$ cat config.mk
export PLATFORM = sky130hd
export DESIGN_NAME = mouse_axis
export DESIGN_NICKNAME = d
export VERILOG_FILES = /design/src/bbc_glue_pkg.sv /design/src/mouse_axis.sv
export SDC_FILE = /design/constraint.sdc
export NUM_CORES = 1
export LEC_CHECK = 0
export BUFFER_PORTS_ARGS = -buffer_cell sky130_fd_sc_hd__buf_2
export CAP_MARGIN = 20
export CORE_MARGIN = 2
export CORE_UTILIZATION = 60
export DETAILED_ROUTE_END_ITERATION = 7
export GPL_TIMING_DRIVEN = 0
export PLACE_DENSITY = 0.86
export SLEW_MARGIN = 20
export SYNTH_ARGS = -nofsm -noshare
export SYNTH_HDL_FRONTEND = slang
export SYNTH_SLANG_ARGS = --single-unit
$ cat constraint.sdc
create_clock -name clk_sys -period 4.4 [get_ports clk_sys]
set_input_delay 0.66 -clock clk_sys [delete_from_list [all_inputs] [get_ports clk_sys]]
set_output_delay 0.66 -clock clk_sys [all_outputs]
set_load 0.1 [all_outputs]
$ cat src/bbc_glue_pkg.sv
package bbc_glue_pkg;

	//==========================================================================
	// core bus and loader types
	//==========================================================================

	// bit 18 picks ram over rom
	typedef logic [18:0] mem_addr_t;
	typedef logic [7:0] mem_byte_t;
	// high byte is the even address
	typedef logic [15:0] rom_word_t;
	typedef logic [16:0] rom_waddr_t;

	// signed mouse accumulator
	typedef logic signed [8:0] axis_t;
	// analog channel as seen by the core adc
	typedef logic [11:0] stick_t;

	// per-report delta limit
	localparam int MOUSE_STEP_MAX = 10;
	localparam int AXIS_MIN = -128;
	localparam int AXIS_MAX = 127;

	// addr 17:14 picks a 16 KB slot
	localparam int ROM_SLOT_BITS = 4;

	// 14 banks of 8K words
	localparam int DEF_ROM_WORDS = 114688;
	localparam int DEF_RAM_DEPTH = 212992;

	typedef struct packed {
		logic valid;
		logic [3:0] bank;
	} rom_map_t;

	//==========================================================================
	// slot to physical bank map
	//==========================================================================

	function automatic rom_map_t rom_bank_of(input logic m128,
			input logic [ROM_SLOT_BITS-1:0] slot);
		rom_map_t map;
		map = '{valid: 1'b0, bank: 4'd0};
		case ({m128, slot})
			// model b: mos, filing system, sideways ram util, basic
			5'b0_0100: map = '{valid: 1'b1, bank: 4'd0};
			5'b0_1000: map = '{valid: 1'b1, bank: 4'd1};
			5'b0_1110: map = '{valid: 1'b1, bank: 4'd2};
			5'b0_1111: map = '{valid: 1'b1, bank: 4'd3};
			// master, banks follow slot order
			5'b1_0010: map = '{valid: 1'b1, bank: 4'd4};
			5'b1_0011: map = '{valid: 1'b1, bank: 4'd5};
			5'b1_0100: map = '{valid: 1'b1, bank: 4'd6};
			5'b1_1001: map = '{valid: 1'b1, bank: 4'd7};
			5'b1_1010: map = '{valid: 1'b1, bank: 4'd8};
			5'b1_1011: map = '{valid: 1'b1, bank: 4'd9};
			5'b1_1100: map = '{valid: 1'b1, bank: 4'd10};
			5'b1_1101: map = '{valid: 1'b1, bank: 4'd11};
			5'b1_1110: map = '{valid: 1'b1, bank: 4'd12};
			5'b1_1111: map = '{valid: 1'b1, bank: 4'd13};
			// empty slot, reads as zero
			default: map = '{valid: 1'b0, bank: 4'd0};
		endcase
		return map;
	endfunction

endpackage

$ cat src/mouse_axis.sv
module mouse_axis (
	input logic clk_sys,
	input logic rst_n,
	input logic mouse_step,
	input logic mouse_clear,
	input bbc_glue_pkg::axis_t mouse_dx,
	input bbc_glue_pkg::axis_t mouse_dy,
	output bbc_glue_pkg::axis_t axis_x,
	output bbc_glue_pkg::axis_t axis_y
);

	// clamped deltas
	bbc_glue_pkg::axis_t dx_c;
	bbc_glue_pkg::axis_t dy_c;
	// next axis values after saturation
	bbc_glue_pkg::axis_t nx;
	bbc_glue_pkg::axis_t ny;

	// saturate to [lo, hi]
	function automatic bbc_glue_pkg::axis_t sat(input int v, input int lo, input int hi);
		if (v < lo) begin
			return bbc_glue_pkg::axis_t'(lo);
		end
		if (v > hi) begin
			return bbc_glue_pkg::axis_t'(hi);
		end
		return bbc_glue_pkg::axis_t'(v);
	endfunction

	always_comb begin
		dx_c = sat(int'(mouse_dx), -bbc_glue_pkg::MOUSE_STEP_MAX, bbc_glue_pkg::MOUSE_STEP_MAX);
		dy_c = sat(int'(mouse_dy), -bbc_glue_pkg::MOUSE_STEP_MAX, bbc_glue_pkg::MOUSE_STEP_MAX);
		// mouse y grows upward, stick y grows downward
		nx = sat(int'(axis_x) + int'(dx_c), bbc_glue_pkg::AXIS_MIN, bbc_glue_pkg::AXIS_MAX);
		ny = sat(int'(axis_y) - int'(dy_c), bbc_glue_pkg::AXIS_MIN, bbc_glue_pkg::AXIS_MAX);
	end

	always_ff @(posedge clk_sys or negedge rst_n) begin
		if (!rst_n) begin
			axis_x <= '0;
			axis_y <= '0;
		end else if (mouse_clear) begin
			// back to centre when emulation drops
			axis_x <= '0;
			axis_y <= '0;
		end else if (mouse_step) begin
			axis_x <= nx;
			axis_y <= ny;
		end
	end

endmodule

# Yosys cells after proc, flatten, opt, wreduce, memory -nomap -nowiden
# Index checks and enable logic that the tools add are counted.
[word_totals]
ff_bits = 18
input_bits = 22
elab_cells = 45
out_inout_bits = 18
[classes]
magnitude_cmp = 8
muxes = 32
add_sub_neg = 2
reduce_logical = 1
[ops]
columns = ["op", "count"]
rows = [
  ["$mux 9", 20],
  ["$gt 10x8->1 const B", 2],
  ["$lt 10x8->1 const B", 2],
  ["$gt 9x5->1 const B", 2],
  ["$lt 9x5->1 const B", 2],
  ["$mux 1", 12],
  ["$add 9x9->10", 1],
  ["$sub 9x9->10", 1],
  ["$reduce_bool 2->1", 1],
]

# Logic depth before layout (Yosys ltp)
[logic_depth]
ltp_word = 13
depth_mapped = 15

# Worst setup path before layout
# No wires, ideal clock.
[synth_path]
kind = "in2reg"
from = "in mouse_dy[7]"
to = "reg axis_y[6]"
n_path_buf = 0
t_arrival_ns = 3.037
required_ns = 4.274
cell_stages = 13
path_slack_ns = 1.237
setup_time_ns = 0.126
cell_sequence = "nor4_1 o21ai_0 nand2_1 nand2_1 or2_2 inv_1 ha_1 nor2b_1 o31ai_1 a22oi_1 xnor2_1 a211oi_2 a311o_1"
[synth_via]
elab_chain_cells = 13
[synth_lines]
columns = ["item", "line", "text"]
rows = [
  ["start: declaration", "mouse_axis.sv:7", "input bbc_glue_pkg::axis_t mouse_dy,"],
  ["$gt 9x5->1", "mouse_axis.sv:24", "if (v > hi) begin"],
  ["$mux 1 (2 in series)", "mouse_axis.sv:24", ""],
  ["$mux 9", "mouse_axis.sv:27", "return bbc_glue_pkg::axis_t'(v);"],
  ["$mux 9 *", "mouse_axis.sv:24", ""],
  ["$sub 9x9->10 *", "mouse_axis.sv:35", "ny = sat(int'(axis_y) - int'(dy_c), bbc_glue_pkg::AXIS_MIN, bbc_glue_pkg::AXIS_MAX);"],
  ["$gt 10x8->1", "mouse_axis.sv:24", ""],
  ["$mux 1 (2 in series)", "mouse_axis.sv:24", ""],
  ["$mux 9", "mouse_axis.sv:27", ""],
  ["$mux 9 *", "mouse_axis.sv:24", ""],
  ["$mux 9 *", "mouse_axis.sv:46", "end else if (mouse_step) begin"],
  ["$mux 9 *", "mouse_axis.sv:42", "end else if (mouse_clear) begin"],
  ["end signal: assignment", "mouse_axis.sv:48", "axis_y <= ny;"],
  ["end: declaration", "mouse_axis.sv:9", "output bbc_glue_pkg::axis_t axis_y"],
]
# Mark *: on every way between the ends. The rest lies on a longest branch, timed or not. The select of a mux whose other input is x is not followed.
# A chain may end at the register's enable or synchronous reset.

# Final worst setup path
[layout_path]
from = "in mouse_dx[4]"
to = "reg axis_x[5]"
[layout_via]
elab_chain_cells = 13
[layout_lines]
columns = ["item", "line", "text"]
rows = [
  ["start: declaration", "mouse_axis.sv:6", "input bbc_glue_pkg::axis_t mouse_dx,"],
  ["$gt 9x5->1", "mouse_axis.sv:24", ""],
  ["$mux 1 (2 in series)", "mouse_axis.sv:24", ""],
  ["$mux 9", "mouse_axis.sv:27", ""],
  ["$mux 9 *", "mouse_axis.sv:24", ""],
  ["$add 9x9->10 *", "mouse_axis.sv:34", "nx = sat(int'(axis_x) + int'(dx_c), bbc_glue_pkg::AXIS_MIN, bbc_glue_pkg::AXIS_MAX);"],
  ["$gt 10x8->1", "mouse_axis.sv:24", ""],
  ["$mux 1 (2 in series)", "mouse_axis.sv:24", ""],
  ["$mux 9", "mouse_axis.sv:27", ""],
  ["$mux 9 *", "mouse_axis.sv:24", ""],
  ["$mux 9 *", "mouse_axis.sv:46", ""],
  ["$mux 9 *", "mouse_axis.sv:42", ""],
  ["end signal: assignment", "mouse_axis.sv:47", "axis_x <= nx;"],
  ["end: declaration", "mouse_axis.sv:8", "output bbc_glue_pkg::axis_t axis_x,"],
]
# Marks and branches as above.

==> run metrics <==
Final setup viols=0; RSZ-0062 raised after global routing=false; largest net degree at the start of global routing=19; Hold Vio Cnt, Final=0; Storage cell area=around 450 um^2; Leakage=1.089 nW; FMAX=slightly below 300 MHz; DRC=0; WL per Instance=between 10 and 15 um; CP endpoint kind=flop; initial drt markers=a little over 90; post-synthesis mux area share=0; period utilization=0.7677; worst slew pin tran=just under 0.6 ns; Critical path origin=mouse_dx[4]; relative slew slack=0.6037; Clock Latency Late Sink=0.30 ns; worst setup path end=axis_x[5]; Cell Area, Synth=approximately 0.0019 mm^2; minimum clock period=approximately 3.4 ns; Final nets=between 300 and 400; Top-Level Pins=40; Post-Syn Nets=between 200 and 300; diodes inserted=0; largest family of logic cells by synthesized area=compound AO/OA/AOI/OAI gates; total track usage=0.2345; post-synthesis compound-gate area fraction=0.3132; max_cap viols=0; Synth Area in Adders=0.1455; Crit Path Class=input pin to flop; die area=between 0.003 and 0.004 mm^2; Crit path required time=4.56 ns; critical path data arrival time=roughly 3.5 ns; Filler Cells Inserted=between 200 and 250; post-synth cell types=50; VDD IR-drop max=379.6 uV; detailed placer's ending HPWL=about 3300 um; Max Clock Skew=0.002492 ns; Main synth FF type=dfrtp_1; slack of the worst reg-to-reg path=1.79 ns; Register-to-Register Path Depth=8; utilization after layout=0.7236; Power Density=between 600 and 700 mW/mm^2; Yosys reg bits=18; register area share after synthesis=0.2359; Die H=between 60 and 70 um; post-synthesis xor/xnor area fraction=0.04522; CP Launch Type=input pin; RR Startpoint=axis_x[0]; Clock Tree Buf Depth=2; gr ovfl total=0; synth warn=0; Multi-input gate area=0.001346 mm^2; post-CTS setup buffer count=0; die width=approximately 60 um; final slew viol count=0; number of global-route vias before repair=~1.5k; Critical R2R Capture=axis_x[5]; # port buffers=38; worst-path maximum fanout=7; DR vias=1838; Simple-Gate Fraction of Synth Area=0.2012; Root Buffer Master=clkbuf_4; Core ar.=0.003028 mm^2; Clock Pin Slew Worst Setup and Hold Paths=~0.11 ns; CTS buffer count=3; CTS Sinks=18; RePlAce Congestion=about 0.86; Routed Antenna Nets=0; Syn Inst Count=230; Layout area overhead=14.74%; Hold WC Path Type=input pin to async pin; Rows=20; setup TNS=0 ns; Synth Area per Inst=a little over 8 um^2; final wirelength=between 4000 and 5000 um; first-pass GRT wire length=roughly 6600 um; H-tree Lvls=1; initial antenna violation count=0; ys async rst share=1.000; CTS tree=done; Initial Util=0.6306; status=finished clean; fraction of layout cells with a size suffix above 1=0.2059; # resized after CTS=0; Via-to-Cell Ratio=approximately 5.8; number of flops mapped to enable cells by yosys=0; # hold bufs at CTS=0; DR pass1 iterations=4
[kinds of logic (layout without fill, tap and decap cells)]
| logic type | count (synthesis) | after routing |
|---|---|---|
| AOI/OAI and AO/OA | 82 | 82 |
| and+or+nand+nor | 72 | 72 |
| buffers and inverters | 28 | 70 |
| adders and majority gates | 21 | 21 |
| DFF | 18 | 18 |
| xor gates and xnor gates | 9 | 9 |
[layout make-up]
type | instances | share of cell area
clock buffer | 4 | 0.01656
buffer | 11 | 0.02227
timing repair buffer | 38 | 0.08681
sequential | 18 | 0.2056
multi-input combinational | 184 | 0.6145
inverter | 17 | 0.02913
tap | 44 | 0.02513
[through the flow]
stage / setup WS, ns / std cells / area, um^2 / hold slack (ns) / power (mW)
after floorplan: 1.237 / 230 / 1909 / 0.3644 / 1.080
after CTS: 1.065 / 316 / 2191 / 0.2791 / 1.356
after global routing: 0.6254 / 316 / 2191 / 0.2914 / 1.440
final: 1.022 / 316 / 2191 / 0.2686 / 1.354
after detailed placement: 0.7461 / 312 / 2155 / 0.5117 / 1.249
after global placement: 0.7775 / 312 / 2155 / 0.5011 / 1.231
[flip-flops by register name, summed over array words and instances (netlist names)]
signal and flops:
axis_x 9, axis_y 9
[placed cells by master (no fill, tap or decap), drive strengths merged, types with 6 or more instances in the layout]
cell type   n
buf        39
a21oi      22
ha         19
nand2      18
dfrtp      18
inv        17
clkbuf     13
nor2       12
o21ai      12
nand2b      9
a22oi       8
o21a        8
xnor2       8
a221o       7
nor3        6
[cells in the mapped netlist, types with 6 or more instances]
master    instances  share of area
a22oi_1           8          0.031
xnor2_1           8          0.037
o21ai_0           9          0.024
a221o_1           7          0.037
dfrtp_1          18           0.24
inv_1            17          0.033
nand2_1          18          0.035
a21oi_1          22          0.058
nor3_1            6          0.016
o21a_1            8          0.031
nor2_1           12          0.024
ha_1             19           0.12
clkbuf_1          9          0.018
nand2b_1          9          0.029
[where the power goes]
part           total, mW  internal, mW  leakage, nW  switching, mW
Sequential         0.262         0.214        0.236         0.0484
Combinational      0.987         0.298        0.831          0.689
Clock              0.105        0.0505       0.0210         0.0546
[worst min path at each step]
stage | startpoint | endpoint | slack (ns) | cells past startpoint
2_1_floorplan | rst_n | axis_x[0] | 0.36 | 0
3_3_place_gp | axis_x[7] | axis_x[7] | 0.50 | 1
3_5_place_dp | axis_x[8] | axis_x[8] | 0.51 | 1
4_1_cts | rst_n | axis_y[1] | 0.28 | 1
5_1_grt | rst_n | axis_y[1] | 0.29 | 1
6_report | rst_n | axis_y[1] | 0.27 | 1
[critical path: stages]
cell,delay (ns)
buf_2,0.10
nor4_1,0.28
a21oi_1,0.14
nand2b_1,0.18
nor2_1,0.11
ha_1,0.20
inv_1,0.07
fa_1,0.39
nand2b_1,0.18
a21oi_1,0.36
o32ai_1,0.17
o31ai_2,0.55
a22oi_1,0.15
[layer usage]
| metal | GRT usage | up-vias | share of wire |
|---|---|---|---|
| met5 | 0 | - | 0 |
| met4 | 0.04037 | 0 | 0.0024 |
| met3 | 0.04691 | 2 | 0.038 |
| met2 | 0.3929 | 45 | 0.49 |
| met1 | 0.3209 | 852 | 0.47 |
| li1 | - | 939 | - |
Note: power is estimated with default switching activity, not from simulation.
