[config.mk]
export PLATFORM = sky130hd
export DESIGN_NAME = stick_route
export DESIGN_NICKNAME = d
export VERILOG_FILES = /design/src/bbc_glue_pkg.sv /design/src/stick_route.sv
export SDC_FILE = /design/constraint.sdc
export NUM_CORES = 1
export LEC_CHECK = 0
export BUFFER_PORTS_ARGS = -buffer_cell sky130_fd_sc_hd__buf_2
export CAP_MARGIN = 15
export CELL_PAD_IN_SITES_DETAIL_PLACEMENT = 0
export CELL_PAD_IN_SITES_GLOBAL_PLACEMENT = 1
export CORE_MARGIN = 3
export CORE_UTILIZATION = 21
export DETAILED_ROUTE_END_ITERATION = 12
export PLACE_DENSITY_LB_ADDON = 0.08
export SETUP_SLACK_MARGIN = 0.4
export SLEW_MARGIN = 40
export SYNTH_ARGS = -nofsm -noshare
export SYNTH_HDL_FRONTEND = slang
export SYNTH_SLANG_ARGS = --single-unit
[constraint.sdc]
create_clock -name vclk -period 1.6
set_input_delay 0.16 -clock vclk [all_inputs]
set_output_delay 0.16 -clock vclk [all_outputs]
set_load 0.01 [all_outputs]
[src/bbc_glue_pkg.sv]
package bbc_glue_pkg;

	//==========================================================================
	// core bus and loader types
	//==========================================================================

	// bit 18 picks ram over rom
	typedef logic [18:0] mem_addr_t;
	typedef logic [7:0] mem_byte_t;
	// high byte is the even address
	typedef logic [15:0] rom_word_t;
	typedef logic [16:0] rom_waddr_t;

	// signed mouse accumulator
	typedef logic signed [8:0] axis_t;
	// analog channel as seen by the core adc
	typedef logic [11:0] stick_t;

	// per-report delta limit
	localparam int MOUSE_STEP_MAX = 10;
	localparam int AXIS_MIN = -128;
	localparam int AXIS_MAX = 127;

	// addr 17:14 picks a 16 KB slot
	localparam int ROM_SLOT_BITS = 4;

	// 14 banks of 8K words
	localparam int DEF_ROM_WORDS = 114688;
	localparam int DEF_RAM_DEPTH = 212992;

	typedef struct packed {
		logic valid;
		logic [3:0] bank;
	} rom_map_t;

	//==========================================================================
	// slot to physical bank map
	//==========================================================================

	function automatic rom_map_t rom_bank_of(input logic m128,
			input logic [ROM_SLOT_BITS-1:0] slot);
		rom_map_t map;
		map = '{valid: 1'b0, bank: 4'd0};
		case ({m128, slot})
			// model b: mos, filing system, sideways ram util, basic
			5'b0_0100: map = '{valid: 1'b1, bank: 4'd0};
			5'b0_1000: map = '{valid: 1'b1, bank: 4'd1};
			5'b0_1110: map = '{valid: 1'b1, bank: 4'd2};
			5'b0_1111: map = '{valid: 1'b1, bank: 4'd3};
			// master, banks follow slot order
			5'b1_0010: map = '{valid: 1'b1, bank: 4'd4};
			5'b1_0011: map = '{valid: 1'b1, bank: 4'd5};
			5'b1_0100: map = '{valid: 1'b1, bank: 4'd6};
			5'b1_1001: map = '{valid: 1'b1, bank: 4'd7};
			5'b1_1010: map = '{valid: 1'b1, bank: 4'd8};
			5'b1_1011: map = '{valid: 1'b1, bank: 4'd9};
			5'b1_1100: map = '{valid: 1'b1, bank: 4'd10};
			5'b1_1101: map = '{valid: 1'b1, bank: 4'd11};
			5'b1_1110: map = '{valid: 1'b1, bank: 4'd12};
			5'b1_1111: map = '{valid: 1'b1, bank: 4'd13};
			// empty slot, reads as zero
			default: map = '{valid: 1'b0, bank: 4'd0};
		endcase
		return map;
	endfunction

endpackage

[src/stick_route.sv]
module stick_route (
	input logic emu_on,
	input bbc_glue_pkg::axis_t axis_x,
	input bbc_glue_pkg::axis_t axis_y,
	input logic [1:0] mouse_btn,
	input logic [7:0] joy1_x,
	input logic [7:0] joy1_y,
	input logic joy1_fire,
	input logic [7:0] joy2_x,
	input logic [7:0] joy2_y,
	input logic joy2_fire,
	input logic swap,
	output bbc_glue_pkg::stick_t stick1_x,
	output bbc_glue_pkg::stick_t stick1_y,
	output bbc_glue_pkg::stick_t stick2_x,
	output bbc_glue_pkg::stick_t stick2_y,
	output logic stick1_fire_n,
	output logic stick2_fire_n
);

	// source a, mouse or joy1
	logic [7:0] a_x;
	logic [7:0] a_y;
	logic a_fire;
	bbc_glue_pkg::stick_t ca_x;
	bbc_glue_pkg::stick_t ca_y;
	bbc_glue_pkg::stick_t cb_x;
	bbc_glue_pkg::stick_t cb_y;

	// signed centre-zero to inverted offset binary, then 8 to 12 bits
	function automatic bbc_glue_pkg::stick_t to_stick(input logic [7:0] v);
		logic [7:0] t;
		t = 8'hff - {~v[7], v[6:0]};
		return {t, t[7:4]};
	endfunction

	assign a_x = emu_on ? axis_x[7:0] : joy1_x;
	assign a_y = emu_on ? axis_y[7:0] : joy1_y;
	// either mouse button fires
	assign a_fire = emu_on ? |mouse_btn : joy1_fire;

	assign ca_x = to_stick(a_x);
	assign ca_y = to_stick(a_y);
	assign cb_x = to_stick(joy2_x);
	assign cb_y = to_stick(joy2_y);

	// swap exchanges whole channels, fire included
	assign stick1_x = swap ? cb_x : ca_x;
	assign stick1_y = swap ? cb_y : ca_y;
	assign stick2_x = swap ? ca_x : cb_x;
	assign stick2_y = swap ? ca_y : cb_y;
	// core expects fire active low
	assign stick1_fire_n = ~(swap ? joy2_fire : a_fire);
	assign stick2_fire_n = ~(swap ? a_fire : joy2_fire);

endmodule

After elaboration in Yosys (flattened, before gate mapping)
Cells that the tools add are included.
Widths: inputs -> output; s select.

operators by class
  $add $sub $neg = 4
  mux-type cells = 9
  bitwise gates (word level) = 6
  reduce and logical (&&, ||, !) cells = 1

operators by type and width
  kind                 count
  $mux 12              4
  $sub 8x8->8 const A  4
  $mux 8               2
  $not 1->1            6
  $mux 1               3
  $reduce_or 2->1      1

storage, ports and cells
  register bits = 0
  word-level logic and storage cells = 20

Longest topological paths before layout
Gate-level depths: netlist of the first run.

  word-level depth = 4
  depth in mapped cells = 5
  gate-level depth less buffers = 2

Least setup slack after synthesis of the first run
No wires, ideal clock.

  kind = input to output
  from = in emu_on
  to = out stick2_y[10]
  stages on the path = 5
  required time = 1.440 ns
  path buffers = 3
  path slack = 0.274 ns
  arrival time = 1.166 ns
  cell sequence = buf_6 -> buf_12 -> mux2_4 -> mux2i_1 -> buf_4

on the way
  longest elaborated chain between the ends = 3

ends and longest elaborated chain
  item             RTL line           RTL
  start, declared  stick_route.sv:2   input logic emu_on,
  $mux 8           stick_route.sv:38  assign a_y = emu_on ? axis_y[7:0] : joy1_y;
  $sub 8x8->8      stick_route.sv:33  t = 8'hff - {~v[7], v[6:0]};
  $mux 12          stick_route.sv:51  assign stick2_y = swap ? ca_y : cb_y;
  end, declared    stick_route.sv:16  output bbc_glue_pkg::stick_t stick2_y,

No other way between the ends.

Final worst setup path of the first run
  from = in emu_on
  to = out stick2_x[0]

on the way
  longest elaborated chain between the ends = 3

ends and longest elaborated chain
  item           RTL line           RTL
  $mux 8         stick_route.sv:37  assign a_x = emu_on ? axis_x[7:0] : joy1_x;
  $sub 8x8->8    stick_route.sv:33
  $mux 12        stick_route.sv:50  assign stick2_x = swap ? ca_x : cb_x;
  end, declared  stick_route.sv:15  output bbc_glue_pkg::stick_t stick2_x,

No other way between the ends.

==> metrics.cfg, run 1 <==
[sta]
rsz0062_at_grt = yes
worst_slack_ps = 359
hold_violations = 0
period_minus_slack_ps = 1240
clock.fmax_ghz = 0.806
hold_ws_ps = 589
period_share = 0.775
tightest_slew_ps = 218
setup_viol = 0
maxSlewViolCount = 0
max_slew_margin = 0.855
fin_tns_setup_ps = 0

[power_and_ir_drop]
cellPowerDensity_nw_per_um2 = 351
leakage_nw = 0.774
vdd_drop_max_mv = 0.136

[critical_path]
critPathLaunchType = input port
critical_path_class = in -> out
cp_common_cell = buf_12
crit_arrival_ps = 1080
endpoint_kind = output pin
crit_required_ps = 1440
worstPathCellList = buf_12 -> buf_12 -> mux2_4 -> mux2i_2 -> buf_2
slowest_stage = mux2_4
cp_max_fo = 5
crit_path_max_incr_delay_ps = 320

[grt]
grt_pass1_wl_mm = 4.15
grt_pass1_vias = 908
grt_use_total = 0.120
antenna_found_initial = 0
grt_overflow_total = 0
grt_max_degree = 19

[clock_network]
cts.hold.buffers_added = 0
post-cts-setup-buffers = 0

[logic_synthesis]
syn-num-nets = 137
syn_area_um2 = 736
ys_seq_area_frac = 0
synthCells = 81
yosysMostFrequentCell = mux2i_1
synth_warnings = 0
synthTopCellsByArea = mux2i_1 (41%), buf_4 (17%), mux2_2 (12%), mux2_4 (12%), a21oi_1 (2.7%)
avgSynthCellArea_um2 = 9.08
ys_top_cells_by_count = mux2i_1 (30), buf_4 (17), mux2_2 (8), mux2_4 (6), a21oi_1 (4)
yosys.area.top_type = mux2i_1
yosysTopAreaCellShare = 0.408
ys_types = 16

[placement]
pre_cts_ws_ps = 296
place_congestion = 0.689
numPortBuffers = 104
dp_hpwl_mm = 2.06
placedCellCount = 211

[routing]
drt_iter0_markers = 2
ant_nets = 0
num_vias = 898
drt-pass1-iter-count = 2
drc = 0
via_per_inst = 4.22
wire_per_inst_um = 12.7
wirelength_mm = 2.71

[floorplan]
die_h_um = 65.2
dieWidth_um = 65.2
rows = 20
initial_core_util = 0.230
ios = 106
fp.dieArea_um2 = 4250
fp.coreArea_um2 = 3200

[outcome]
status = complete, no violations

[cells_and_area]
fin_cells = 213
clock_buffer_count = 0
fin_nets = 227
drive_gt1_frac = 0.805
synthToLayoutAreaGrowth_pct = 90.8
diodes = 0
utilization = 0.438
seq_cell_count = 0
regArea_um2 = 0

[run]
maxCapViolCount = 0

[min_path]
hp-class = in -> out

==> placed cells by master, fill, tap and decap left out, types with 2 or more instances in the layout <==
| cell | count |
|---|---|
| mux2i_1 | 20 |
| buf_12 | 3 |
| mux2_2 | 3 |
| mux2i_2 | 3 |
| nor2b_1 | 2 |
| mux2i_4 | 7 |
| nor2_1 | 3 |
| buf_2 | 101 |
| buf_16 | 2 |
| a21oi_1 | 4 |
| buf_6 | 3 |
| mux2_4 | 11 |
==> path summary, 6_finish.rpt <==
path	from	endpoint	depth (start not counted)
max	emu_on	stick2_x[0]	5
min	joy2_x[3]	stick2_x[7]	3
==> power breakdown <==
group	switching [mW]	internal [mW]
clock network	0	0
registers	0	0
logic	0.226	0.268
total	0.226	0.268
==> worst max-delay path: cells and delay by family <==
kind,cells,cell delay [ps]
buffers and inverters,3,410
multiplexers,2,500
==> cell type report <==
cell class / instances / area [µm²]
fill: 335 / 1800
multi-input combinational: 58 / 681
timing repair buffer: 110 / 662
tap: 44 / 55.1
inverter: 1 / 6.26
==> stage by stage <==
stage | power (mW) | instance area [µm²]
floorplan | 0.317 | 860
global placement | 0.448 | 1280
detailed placement | 0.452 | 1280
CTS | 0.481 | 1360
global route | 0.535 | 1400
finish | 0.493 | 1400
==> timing repair <==
action | CTS | global route
cloned | 2 | 0
setup endpoints to repair | 36 | 33
resized for setup | 8 | 10
==> routing by layer <==
metal / vias to the layer above / part of all wire / global-route usage
li1: 458 / - / -
met1: 396 / 0.36 / 0.130
met2: 44 / 0.56 / 0.257
met3: 0 / 0.080 / 0.0120
met4: 0 / 0 / 0
met5: - / 0 / 0
==> cell families after synthesis <==
kind of cell    after synthesis  share of synthesized area
mux                          44                      0.653
buf+inv                      23                      0.241
compound gates                7                     0.0578
simple gates                  7                     0.0476
No activity file was read; power rests on OpenSTA's default activity.
==> inputs of run 2 (changes only) <==
Settings changed: CORE_UTILIZATION 21 to 17.
Clock period 1.6 ns to 1 ns, I/O delays scaled along.
==> metrics.cfg, run 2 (synthesis gave the netlist of run 1 again) <==
[routing]
dr_wl_met3_um = 197
wl_met2_mm = 1.74
top_layer_used = met3
num_vias = 941
drt-pass1-iter-count = 2
wire_per_inst_um = 13.3
wl_met1_mm = 1.03
ant_nets = 0
via_per_inst = 4.22
drt_iter0_markers = 15
drc = 0
wirelength_mm = 2.97

[cells_and_area]
fin_nets = 231
seq_cell_count = 0
final.fill_count = 422
multi_input_area_um2 = 807
layout_commonest_cell = buf_2
drive_gt1_frac = 0.902
diodes = 0
regArea_um2 = 0
mostFrequentLayoutCells = buf_2 (98), mux2i_4 (14), mux2_4 (10)
synthToLayoutAreaGrowth_pct = 119
clock_buffer_count = 0
utilization = 0.394

[clock_network]
cts.hold.buffers_added = 0

[grt]
grt_max_degree = 10
grt_use_total = 0.101
antenna_found_initial = 0
grt_pass1_wl_mm = 4.30
grt_pass1_vias = 950
grt_overflow_total = 0

[floorplan]
dieWidth_um = 71.8
initial_core_util = 0.180
rows = 23
die_h_um = 71.8
ios = 106
fp.coreArea_um2 = 4090
fp.dieArea_um2 = 5150

[critical_path]
cp_max_fo = 7
critPathLaunchType = input port
crit_path_max_incr_delay_ps = 330
worstPathCellList = buf_12 -> buf_8 -> mux2_4 -> mux2i_4 -> buf_2
slowest_stage = mux2_4
endpoint_kind = output pin
crit_required_ps = 900
critical_path_class = in -> out
crit_arrival_ps = 1000

[power_and_ir_drop]
power.total_uw = 919
leakage_nw = 0.797
cellPowerDensity_nw_per_um2 = 570
vdd_drop_max_mv = 0.227

[sta]
hold_ws_ps = 478
period_minus_slack_ps = 1100
maxSlewViolCount = 0
max_slew_margin = 0.835
worst_slack_ps = -103
clock.fmax_ghz = 0.907
rsz0062_at_grt = yes
setup_viol = 40
period_share = 1.10
hold_violations = 0
fin_tns_setup_ps = -2310
tightest_slew_ps = 242

[placement]
dp_hpwl_mm = 2.47
numPortBuffers = 104
pre_cts_ws_ps = -200
place_congestion = 0.720

[outcome]
violations = negative setup slack
status = finished, violations left

[run]
maxCapViolCount = 0

[min_path]
hp-class = in -> out

## run 2: critical path, delay by kind of cell
family | cells | cell delay (ps)
muxes | 2 | 490
buffers and inverters | 3 | 420
## run 2: path summary, 6_finish.rpt
kind	start	slack [ps]	end	depth (start not counted)
max	emu_on	-100	stick2_y[8]	5
min	joy2_fire	480	stick2_fire_n	3
## run 2: cell type report
| type | instances | area share |
|---|---|---|
| multi-input combinational | 58 | 0.501 |
| timing repair buffer | 114 | 0.457 |
| tap | 50 | 0.0388 |
| inverter | 1 | 0.00388 |
## run 2: repair_timing
action / 4_1_cts / 5_1_grt
buffers inserted: 1 / 0
pin swaps: 0 / 0
resized for setup: 19 / 4
setup endpoints to repair: 50 / 50
gates cloned: 2 / 0
## run 2: per-layer routing
metal / vias to the layer above / GRT usage
met2: 47 / 0.223
met1: 427 / 0.108
met5: - / 0
met4: 0 / 0.00209
met3: 0 / 0.00421
li1: 467 / -
## run 2: power breakdown
part	leakage [nW]	total [mW]	switching, mW	internal [mW]
clock	0	0	0	0
combinational	0.797	0.919	0.410	0.509
sequential	0	0	0	0
total	0.797	0.919	0.410	0.509
## run 2: per-stage QoR
step	cell area [µm²]	instances
2_1_floorplan	1000	81
3_3_place_gp	1460	220
3_5_place_dp	1460	220
4_1_cts	1590	223
5_1_grt	1610	223
6_report	1610	223
